File: src/logic/ptw_mem_pkg.sv
`default_nettype none

package ptw_mem_pkg;

  // page numbers for 4 KiB pages in a 32 bit space
  typedef logic [19:0] vpn_t;
  typedef logic [19:0] ppn_t;
  typedef logic [31:0] paddr_t;
  typedef logic [31:0] pte_t;

  // page table entry fields
  localparam int PTE_PRESENT = 0;
  localparam int PTE_WRITE   = 1;
  localparam int PTE_USER    = 2;
  localparam int PTE_HUGE    = 3;
  localparam int PTE_PPN_LSB = 12;

  // two levels of 1024 entries, four bytes per entry
  localparam int PT_IDX_W       = 10;
  localparam int PTE_ADDR_SHIFT = 2;

  typedef logic [PT_IDX_W-1:0] pt_idx_t;

  // reads one memory port may have in flight
  localparam int MEM_CREDITS = 2;
  localparam int CREDIT_W    = $clog2(MEM_CREDITS + 1);

  typedef logic [CREDIT_W-1:0] credit_t;

endpackage

`default_nettype wire

File: src/logic/ptw_ctrl_pkg.sv
`default_nettype none

package ptw_ctrl_pkg;

  typedef logic [15:0] csr_no_t;

  localparam csr_no_t CSR_PT_ROOT = 16'h0010;
  localparam csr_no_t CSR_PT_CTRL = 16'h0011;

  // root ppn sits in the upper data bits
  localparam int CSR_ROOT_LSB    = 12;
  localparam int CSR_CTRL_PG_BIT = 0;

  // fill flags, present in bit 0
  typedef logic [3:0] fill_flags_t;

  localparam int FLAG_PRESENT = 0;
  localparam int FLAG_WRITE   = 1;
  localparam int FLAG_USER    = 2;
  localparam int FLAG_HUGE    = 3;

  // flags of an identity mapping with paging off
  localparam fill_flags_t IDENTITY_FLAGS =
    fill_flags_t'((1 << FLAG_PRESENT) | (1 << FLAG_WRITE));

  typedef enum logic [2:0] {
    idle, req_l1, wait_l1, req_l2, wait_l2, done
  } walk_state_t;

endpackage

`default_nettype wire

File: src/logic/ptw_ifs.sv
`default_nettype none

// launch of one walk
interface walk_cmd_if import ptw_mem_pkg::*; ();
  logic start;
  vpn_t vpn;
  ppn_t root;
  logic paging_en;

  modport src (
    output start, vpn, root, paging_en
  );

  modport dst (
    input start, vpn, root, paging_en
  );
endinterface

// result of one walk, fault has present clear
interface walk_res_if import ptw_mem_pkg::*, ptw_ctrl_pkg::*; ();
  logic        done;
  ppn_t        ppn;
  fill_flags_t flags;

  modport src (
    output done, ppn, flags
  );

  modport dst (
    input done, ppn, flags
  );
endinterface

`default_nettype wire

File: src/logic/walk_dispatch.sv
`default_nettype none

module walk_dispatch import ptw_mem_pkg::*, ptw_ctrl_pkg::*; (
  input  logic      clk,
  input  logic      rst,
  input  logic      req_en,
  input  vpn_t      req_vpn,
  output logic      req_can,
  input  logic      csr_en,
  input  csr_no_t   csr_no,
  input  logic [31:0] csr_data,
  input  logic      fill_valid,
  output vpn_t      req_vpn_q,
  walk_cmd_if.src   cmd_a,
  walk_cmd_if.src   cmd_b
);

  ppn_t root_ppn;
  logic paging_en;
  ppn_t root_snap;
  logic paging_snap;
  logic start_q;
  logic accept;

  assign accept = req_en && req_can;

  // paging configuration
  always_ff @(posedge clk) begin
    if (rst) begin
      root_ppn  <= '0;
      paging_en <= 1'b0;
    end else if (csr_en) begin
      if (csr_no == CSR_PT_ROOT) begin
        root_ppn  <= csr_data[CSR_ROOT_LSB +: $bits(ppn_t)];
        paging_en <= 1'b1;
      end else if (csr_no == CSR_PT_CTRL) begin
        paging_en <= csr_data[CSR_CTRL_PG_BIT];
      end
    end
  end

  // busy from acceptance to the cycle after the fill
  always_ff @(posedge clk) begin
    if (rst) begin
      req_can <= 1'b1;
      start_q <= 1'b0;
    end else begin
      start_q <= accept;
      if (accept) req_can <= 1'b0;
      else if (fill_valid) req_can <= 1'b1;
    end
  end

  // later csr writes do not touch a running walk
  always_ff @(posedge clk) begin
    if (accept) begin
      req_vpn_q   <= req_vpn;
      root_snap   <= root_ppn;
      paging_snap <= paging_en;
    end
  end

  assign cmd_a.start     = start_q;
  assign cmd_a.vpn       = req_vpn_q;
  assign cmd_a.root      = root_snap;
  assign cmd_a.paging_en = paging_snap;

  // next page wraps at the top of the space
  assign cmd_b.start     = start_q;
  assign cmd_b.vpn       = req_vpn_q + vpn_t'(1);
  assign cmd_b.root      = root_snap;
  assign cmd_b.paging_en = paging_snap;

  // a new walk never meets the fill of the previous one
  a_start_while_busy: assert property (@(posedge clk) disable iff (rst)
    start_q |-> !req_can && !fill_valid);

endmodule

`default_nettype wire

File: src/logic/page_walker.sv
`default_nettype none

module page_walker import ptw_mem_pkg::*, ptw_ctrl_pkg::*; (
  input  logic    clk,
  input  logic    rst,
  walk_cmd_if.dst cmd,
  walk_res_if.src res,
  output logic    mem_req_valid,
  output paddr_t  mem_req_addr,
  input  logic    mem_resp_valid,
  input  pte_t    mem_resp_data,
  input  logic    mem_credit
);

  walk_state_t state;
  credit_t     credits;
  vpn_t        vpn_q;
  ppn_t        table_ppn;
  ppn_t        ppn_q;
  fill_flags_t flags_q;
  pt_idx_t     l1_idx;
  pt_idx_t     l2_idx;
  ppn_t        resp_ppn;
  logic        resp_fault;
  logic        resp_huge;

  function automatic fill_flags_t pte_flags(input pte_t pte, input logic huge);
    fill_flags_t f;
    f = '0;
    f[FLAG_PRESENT] = pte[PTE_PRESENT];
    f[FLAG_WRITE]   = pte[PTE_WRITE];
    f[FLAG_USER]    = pte[PTE_USER];
    f[FLAG_HUGE]    = huge;
    return f;
  endfunction

  assign l1_idx     = vpn_q[PT_IDX_W +: PT_IDX_W];
  assign l2_idx     = vpn_q[0 +: PT_IDX_W];
  assign resp_ppn   = mem_resp_data[PTE_PPN_LSB +: $bits(ppn_t)];
  assign resp_fault = !mem_resp_data[PTE_PRESENT];
  assign resp_huge  = mem_resp_data[PTE_HUGE];

  // a read goes out only with a credit in hand
  assign mem_req_valid = ((state == req_l1) || (state == req_l2)) && (credits != '0);
  assign mem_req_addr  = {table_ppn, (state == req_l2) ? l2_idx : l1_idx,
                          {PTE_ADDR_SHIFT{1'b0}}};

  always_ff @(posedge clk) begin
    if (rst) begin
      state <= idle;
    end else begin
      case (state)
        idle:    if (cmd.start) state <= cmd.paging_en ? req_l1 : done;
        req_l1:  if (mem_req_valid) state <= wait_l1;
        wait_l1: if (mem_resp_valid) state <= (resp_fault || resp_huge) ? done : req_l2;
        req_l2:  if (mem_req_valid) state <= wait_l2;
        wait_l2: if (mem_resp_valid) state <= done;
        default: state <= idle;
      endcase
    end
  end

  // walk context and result
  always_ff @(posedge clk) begin
    case (state)
      idle: begin
        if (cmd.start) begin
          vpn_q     <= cmd.vpn;
          table_ppn <= cmd.root;
          ppn_q     <= cmd.vpn;
          flags_q   <= IDENTITY_FLAGS;
        end
      end
      wait_l1: begin
        if (mem_resp_valid) begin
          if (resp_fault) begin
            ppn_q   <= '0;
            flags_q <= '0;
          end else if (resp_huge) begin
            // upper ppn from the entry and lower part from the vpn
            ppn_q   <= {resp_ppn[$bits(ppn_t)-1:PT_IDX_W], l2_idx};
            flags_q <= pte_flags(mem_resp_data, 1'b1);
          end else begin
            table_ppn <= resp_ppn;
          end
        end
      end
      wait_l2: begin
        if (mem_resp_valid) begin
          ppn_q   <= resp_fault ? '0 : resp_ppn;
          flags_q <= resp_fault ? '0 : pte_flags(mem_resp_data, 1'b0);
        end
      end
      default: begin
      end
    endcase
  end

  // one credit back per request memory dequeues
  always_ff @(posedge clk) begin
    if (rst) begin
      credits <= credit_t'(MEM_CREDITS);
    end else if (mem_req_valid && !mem_credit) begin
      credits <= credits - credit_t'(1);
    end else if (!mem_req_valid && mem_credit) begin
      credits <= credits + credit_t'(1);
    end
  end

  assign res.done  = (state == done);
  assign res.ppn   = ppn_q;
  assign res.flags = flags_q;

  // without a credit the walk holds in its request state
  a_stall_without_credit: assert property (@(posedge clk) disable iff (rst)
    ((state == req_l1) || (state == req_l2)) && (credits == '0) |=> $stable(state));

  a_credit_bound: assert property (@(posedge clk) disable iff (rst)
    credits <= credit_t'(MEM_CREDITS));

endmodule

`default_nettype wire

File: src/logic/tlb_fill_merge.sv
`default_nettype none

module tlb_fill_merge import ptw_mem_pkg::*, ptw_ctrl_pkg::*; (
  input  logic        clk,
  input  logic        rst,
  walk_res_if.dst     res_a,
  walk_res_if.dst     res_b,
  input  vpn_t        req_vpn_q,
  output logic        fill_valid,
  output vpn_t        fill_vpn,
  output ppn_t        fill0_ppn,
  output fill_flags_t fill0_flags,
  output ppn_t        fill1_ppn,
  output fill_flags_t fill1_flags
);

  logic        got_a;
  logic        got_b;
  ppn_t        hold_a_ppn;
  fill_flags_t hold_a_flags;
  ppn_t        hold_b_ppn;
  fill_flags_t hold_b_flags;
  logic        both;
  logic        page0_ok;

  assign both     = got_a && got_b;
  assign page0_ok = hold_a_flags[FLAG_PRESENT];

  // walkers may finish in either order
  always_ff @(posedge clk) begin
    if (rst) begin
      got_a      <= 1'b0;
      got_b      <= 1'b0;
      fill_valid <= 1'b0;
    end else begin
      fill_valid <= both;
      if (both) begin
        got_a <= 1'b0;
        got_b <= 1'b0;
      end else begin
        if (res_a.done) got_a <= 1'b1;
        if (res_b.done) got_b <= 1'b1;
      end
    end
  end

  always_ff @(posedge clk) begin
    if (res_a.done) begin
      hold_a_ppn   <= res_a.ppn;
      hold_a_flags <= res_a.flags;
    end
    if (res_b.done) begin
      hold_b_ppn   <= res_b.ppn;
      hold_b_flags <= res_b.flags;
    end
  end

  // a fault on page 0 hides page 1
  always_ff @(posedge clk) begin
    if (both) begin
      fill_vpn    <= req_vpn_q;
      fill0_ppn   <= hold_a_ppn;
      fill0_flags <= hold_a_flags;
      fill1_ppn   <= page0_ok ? hold_b_ppn : '0;
      fill1_flags <= page0_ok ? hold_b_flags : '0;
    end
  end

  a_single_done_a: assert property (@(posedge clk) disable iff (rst)
    res_a.done |-> !got_a);

  a_single_done_b: assert property (@(posedge clk) disable iff (rst)
    res_b.done |-> !got_b);

endmodule

`default_nettype wire

File: src/logic/pager_top.sv
`default_nettype none

module pager_top import ptw_mem_pkg::*, ptw_ctrl_pkg::*; (
  input  logic        clk,
  input  logic        rst,
  input  logic        req_en,
  input  vpn_t        req_vpn,
  output logic        req_can,
  input  logic        csr_en,
  input  csr_no_t     csr_no,
  input  logic [31:0] csr_data,
  output logic        mem_req_valid_a,
  output paddr_t      mem_req_addr_a,
  input  logic        mem_resp_valid_a,
  input  pte_t        mem_resp_data_a,
  input  logic        mem_credit_a,
  output logic        mem_req_valid_b,
  output paddr_t      mem_req_addr_b,
  input  logic        mem_resp_valid_b,
  input  pte_t        mem_resp_data_b,
  input  logic        mem_credit_b,
  output logic        fill_valid,
  output vpn_t        fill_vpn,
  output ppn_t        fill0_ppn,
  output fill_flags_t fill0_flags,
  output ppn_t        fill1_ppn,
  output fill_flags_t fill1_flags
);

  vpn_t req_vpn_q;

  walk_cmd_if cmd_a ();
  walk_cmd_if cmd_b ();
  walk_res_if res_a ();
  walk_res_if res_b ();

  walk_dispatch u_dispatch (
    .clk, .rst, .req_en, .req_vpn, .req_can,
    .csr_en, .csr_no, .csr_data, .fill_valid, .req_vpn_q,
    .cmd_a (cmd_a.src),
    .cmd_b (cmd_b.src)
  );

  // request page
  page_walker u_walk_a (
    .clk, .rst,
    .cmd            (cmd_a.dst),
    .res            (res_a.src),
    .mem_req_valid  (mem_req_valid_a),
    .mem_req_addr   (mem_req_addr_a),
    .mem_resp_valid (mem_resp_valid_a),
    .mem_resp_data  (mem_resp_data_a),
    .mem_credit     (mem_credit_a)
  );

  // following page
  page_walker u_walk_b (
    .clk, .rst,
    .cmd            (cmd_b.dst),
    .res            (res_b.src),
    .mem_req_valid  (mem_req_valid_b),
    .mem_req_addr   (mem_req_addr_b),
    .mem_resp_valid (mem_resp_valid_b),
    .mem_resp_data  (mem_resp_data_b),
    .mem_credit     (mem_credit_b)
  );

  tlb_fill_merge u_merge (
    .clk, .rst,
    .res_a (res_a.dst),
    .res_b (res_b.dst),
    .req_vpn_q, .fill_valid, .fill_vpn,
    .fill0_ppn, .fill0_flags, .fill1_ppn, .fill1_flags
  );

endmodule

`default_nettype wire

File: config.mk
export PLATFORM = sky130hd
export DESIGN_NAME = pager_top
export DESIGN_NICKNAME = d
export VERILOG_FILES = /design/src/logic/ptw_mem_pkg.sv /design/src/logic/ptw_ctrl_pkg.sv /design/src/logic/ptw_ifs.sv /design/src/logic/walk_dispatch.sv /design/src/logic/page_walker.sv /design/src/logic/tlb_fill_merge.sv /design/src/logic/pager_top.sv
export SDC_FILE = /design/constraint.sdc
export NUM_CORES = 1
export LEC_CHECK = 0
export BUFFER_PORTS_ARGS = -buffer_cell sky130_fd_sc_hd__clkbuf_2
export CAP_MARGIN = 30
export CORE_MARGIN = 2
export CORE_UTILIZATION = 46
export CTS_CLUSTER_SIZE = 28
export DETAILED_ROUTE_END_ITERATION = 7
export GPL_TIMING_DRIVEN = 0
export PLACE_DENSITY = 0.72
export REMOVE_ABC_BUFFERS = 1
export SKIP_CTS_REPAIR_TIMING = 1
export SLEW_MARGIN = 20
export SYNTH_ARGS = -nofsm -noshare
export SYNTH_HDL_FRONTEND = slang
export SYNTH_HIERARCHICAL = 1
export SYNTH_SLANG_ARGS = --single-unit
File: constraint.sdc
create_clock -name clk -period 3.25 [get_ports clk]
set_input_delay 0.325 -clock clk [delete_from_list [all_inputs] [get_ports clk]]
set_output_delay 0.325 -clock clk [all_outputs]
set_load 0.02 [all_outputs]
==> impl_metrics.sql <==
INSERT INTO impl_metrics (metric_group, metric, value, unit) VALUES
('clock_tree', 'cts_inserted_buffers', '34', ''),
('min_path', 'min_path_type', 'in -> reg', ''),
('min_path', 'worst_hold_startpoint', 'req_vpn[10]', ''),
('layout', 'final_layout_size_suffix_gt1_share', '39.5', '%'),
('worst_setup_path', 'start_kind', 'flop', ''),
('floorplan', 'std_cell_rows', '60', ''),
('layout', 'fillerInstances', '2145', ''),
('drt', 'post-route-drc-count', '0', ''),
('grt', 'gr-total-overflow', '0', ''),
('yosys', 'instance_count_of_the_mapped_netlist', '786', ''),
('layout', 'design_area', '0.0154', 'mm^2'),
('worst_setup_path', 'timing.reg2reg.worst_path_depth', '3', ''),
('floorplan', 'initial_core_util', '47.1', '%'),
('layout', 'antenna_cells', '0', ''),
('clock_tree', 'clock_tree_from_tritoncts', 'done', ''),
('worst_setup_path', 'critPathMaxFanout', '26', ''),
('placed_design', 'gp_routability_congestion', '0.875', ''),
('worst_setup_path', 'timing.critical_path.required', '2920', 'ps'),
('sta', 'period_needed', '2700', 'ps'),
('worst_setup_path', 'crit-reg2reg-launch', 'u_walk_a/state[0]', ''),
('worst_setup_path', 'critPathKind', 'reg -> out', ''),
('grt', 'antenna_found_initial', '0', ''),
('drt', 'detail-route-antenna-nets', '0', ''),
('clock_tree', 'clock-sinks', '321', ''),
('min_path', 'holdPathStages', '1', ''),
('drt', 'post_drt_via_cell_ratio', '5.12', ''),
('sta', 'final_hold_viol_count', '0', ''),
('drt', 'detail_route.wl_per_cell', '21.1', 'um'),
('placed_design', 'dpl_worst_slack', '727', 'ps'),
('sta', 'timing.max_slew.rel_slack', '36.1', '%'),
('layout', 'design.final.nets', '1168', ''),
('power_and_ir_drop', 'total_leakage_power', '5.69', 'nW'),
('drt', 'vias', '7281', ''),
('power_and_ir_drop', 'power_density', '645', 'mW/mm^2'),
('yosys', 'synth-seq-area-share', '72.7', '%'),
('layout', 'flow.area_growth_from_synthesis', '20.8', '%'),
('floorplan', 'core_region_area', '0.0271', 'mm^2'),
('yosys', 'synth_most_common_cell', 'edfxtp_1', ''),
('floorplan', 'top_level_ports', '276', ''),
('clock_tree', 'cts.htree.levels', '2', ''),
('sta', 'tns', '0', 'ps'),
('worst_setup_path', 'r2r_end', 'u_walk_a/table_ppn[10]', ''),
('grt', 'pin_count_of_the_biggest_net_entering_global_routing', '71', ''),
('yosys', 'yosysWarnings', '6', ''),
('floorplan', 'die_w', '171', 'um'),
('grt', 'global_route_wire_length_before_repair', '43600', 'um'),
('floorplan', 'die_height', '171', 'um'),
('grt', 'grt_util_all_layers', '20.6', '%'),
('worst_setup_path', 'crit_arrival', '2370', 'ps'),
('sta', 'timing.fmax', '0.371', 'GHz'),
('yosys', 'synth.top_cell.area_share', '67.1', '%'),
('yosys', 'netlist_area', '0.0128', 'mm^2'),
('sta', 'final.setup.worst_slack', '555', 'ps'),
('yosys', 'ys_async_sr_fraction', '0', '%'),
('yosys', 'synth_enable_flop_cells', '285', ''),
('yosys', 'ys_types', '49', ''),
('power_and_ir_drop', 'max-vdd-ir-drop', '0.000342', 'V'),
('yosys', 'ys_seq_elements', '321', ''),
('yosys', 'synth_top_area_cell', 'edfxtp_1', ''),
('drt', 'postRouteWirelength', '30100', 'um'),
('outcome', 'result_of_the_run', 'complete, no violations', ''),
('sta', 'timing_worst_slew_pin_value', '958', 'ps'),
('placed_design', 'placed_area', '0.0141', 'mm^2'),
('yosys', 'synthTopCellsByArea', 'edfxtp_1 67%, dfxtp_1 5.6%, mux2_2 5.5%', ''),
('worst_setup_path', 'worstSetupEndpointType', 'primary output', ''),
('yosys', 'synth.cells.most_frequent', '285 x edfxtp_1, 62 x mux2_2, 52 x buf_4, 47 x nand2b_1, 36 x dfxtp_1', ''),
('clock_tree', 'cts_root_buffer', 'clkbuf_16', ''),
('sta', 'timing.clock.skew', '12.0', 'ps'),
('job', 'cap_violations', '0', ''),
('sta', 'setup_viol_count_final', '0', ''),
('floorplan', 'floorplan.die_area', '0.0291', 'mm^2');
how the worst max path moves through the flow:
stage,start,endpoint,slack [ps],cells past startpoint
2_1_floorplan,u_walk_a/state[0],u_walk_a/res.flags[0],240,3
3_3_place_gp,u_walk_b/state[0],u_walk_b/res.ppn[10],-680,3
3_5_place_dp,u_walk_a/state[0],u_walk_a/table_ppn[16],730,3
4_1_cts,u_walk_b/state[0],mem_req_addr_b[6],560,3
5_1_grt,u_walk_b/state[0],mem_req_addr_b[5],450,3
6_report,u_walk_b/state[0],mem_req_addr_b[5],550,3
metal layers:
| layer | GRT usage [%] | share of wire, % |
|---|---|---|
| met2 | 33.5 | 48 |
| met4 | 8.18 | 3.6 |
| met3 | 4.28 | 7.1 |
| met1 | 27.2 | 41 |
| met5 | 0 | 0 |
through the flow:
stage | hold WS, ps | cells
3_3_place_gp | 404 | 1328
3_5_place_dp | 405 | 1341
4_1_cts | -21.6 | 1402
2_1_floorplan | 394 | 712
5_1_grt | 14.9 | 1422
6_report | 25.6 | 1422
kinds of logic (layout without fill, tap and decap cells):
| kind of cell | after synthesis | in the layout | synth area share, % |
|---|---|---|---|
| xor+xnor | 24 | 24 | 1.65 |
| other cells | 2 | 4 | 0.0589 |
| buf+inv | 89 | 351 | 4.70 |
| compound gates | 84 | 84 | 4.65 |
| mux | 82 | 82 | 7.04 |
| simple gates | 181 | 181 | 8.88 |
| fa+ha+maj | 3 | 3 | 0.294 |
| flops | 321 | 321 | 72.7 |
report_power, final:
group | total [mW] | switching [mW] | internal [mW] | leakage [nW]
logic | 1.11 | 0.666 | 0.440 | 2.23
clock network | 3.78 | 1.53 | 2.26 | 0.536
registers | 5.05 | 0.184 | 4.86 | 2.92
total | 9.94 | 2.38 | 7.56 | 5.69
critical path, cell delays in order (launching register included):
cell,delay [ps]
dfxtp_1,880
nand3_2,400
mux2_2,420
clkbuf_2,170
cells in the final DEF (no fill, tap or decap), types with 3 or more instances in the layout:
| cell | n |
|---|---|
| a21oi_1 | 3 |
| a22o_1 | 20 |
| a22oi_1 | 22 |
| and2_1 | 6 |
| and2_2 | 22 |
| buf_4 | 3 |
| buf_6 | 6 |
| buf_8 | 3 |
| bufinv_16 | 3 |
| clkbuf_1 | 10 |
| clkbuf_16 | 35 |
| clkbuf_2 | 244 |
| clkinv_1 | 3 |
| clkinv_2 | 6 |
| conb_1 | 4 |
| dfxtp_1 | 36 |
| dlygate4sd3_1 | 19 |
| edfxtp_1 | 285 |
| ha_1 | 3 |
| inv_1 | 12 |
| mux2_2 | 62 |
| mux2i_1 | 20 |
| nand2_1 | 28 |
| nand2b_1 | 47 |
| nand3_1 | 10 |
| nand4_1 | 5 |
| nor2_1 | 12 |
| nor2_2 | 4 |
| nor2b_1 | 6 |
| nor3_1 | 6 |
| nor3_2 | 3 |
| nor4_1 | 3 |
| o21ai_0 | 27 |
| or2_1 | 3 |
| or3_1 | 6 |
| xnor2_1 | 17 |
| xor2_1 | 7 |
state kept, by name, summed over array words and instances, names as in the netlist, 20 cells and up:
| register | flops |
|---|---|
| u_walk_b/res.ppn | 20 |
| u_walk_a/table_ppn | 20 |
| u_merge/fill1_ppn | 20 |
| u_merge/hold_a_ppn | 20 |
| u_walk_a/res.ppn | 20 |
| u_merge/hold_b_ppn | 20 |
| u_walk_b/table_ppn | 20 |
| u_merge/fill0_ppn | 20 |
| u_walk_b/vpn_q | 20 |
| u_dispatch/root_ppn | 20 |
| u_merge/fill_vpn | 20 |
| u_walk_a/vpn_q | 20 |
| u_dispatch/cmd_a.root | 20 |
| u_dispatch/cmd_a.vpn | 20 |
layout make-up:
type                            count  area, um^2  area share (%)
Sequential cell                   321        9280            60.2
Multi-Input combinational cell    378        2920            19.0
Timing Repair Buffer              277        1600            10.4
Clock buffer                       46         927            6.02
Tap cell                          372         465            3.02
Clock inverter                     15         160            1.04
Inverter                           13        48.8           0.317
(Power assumes the default switching activity.)
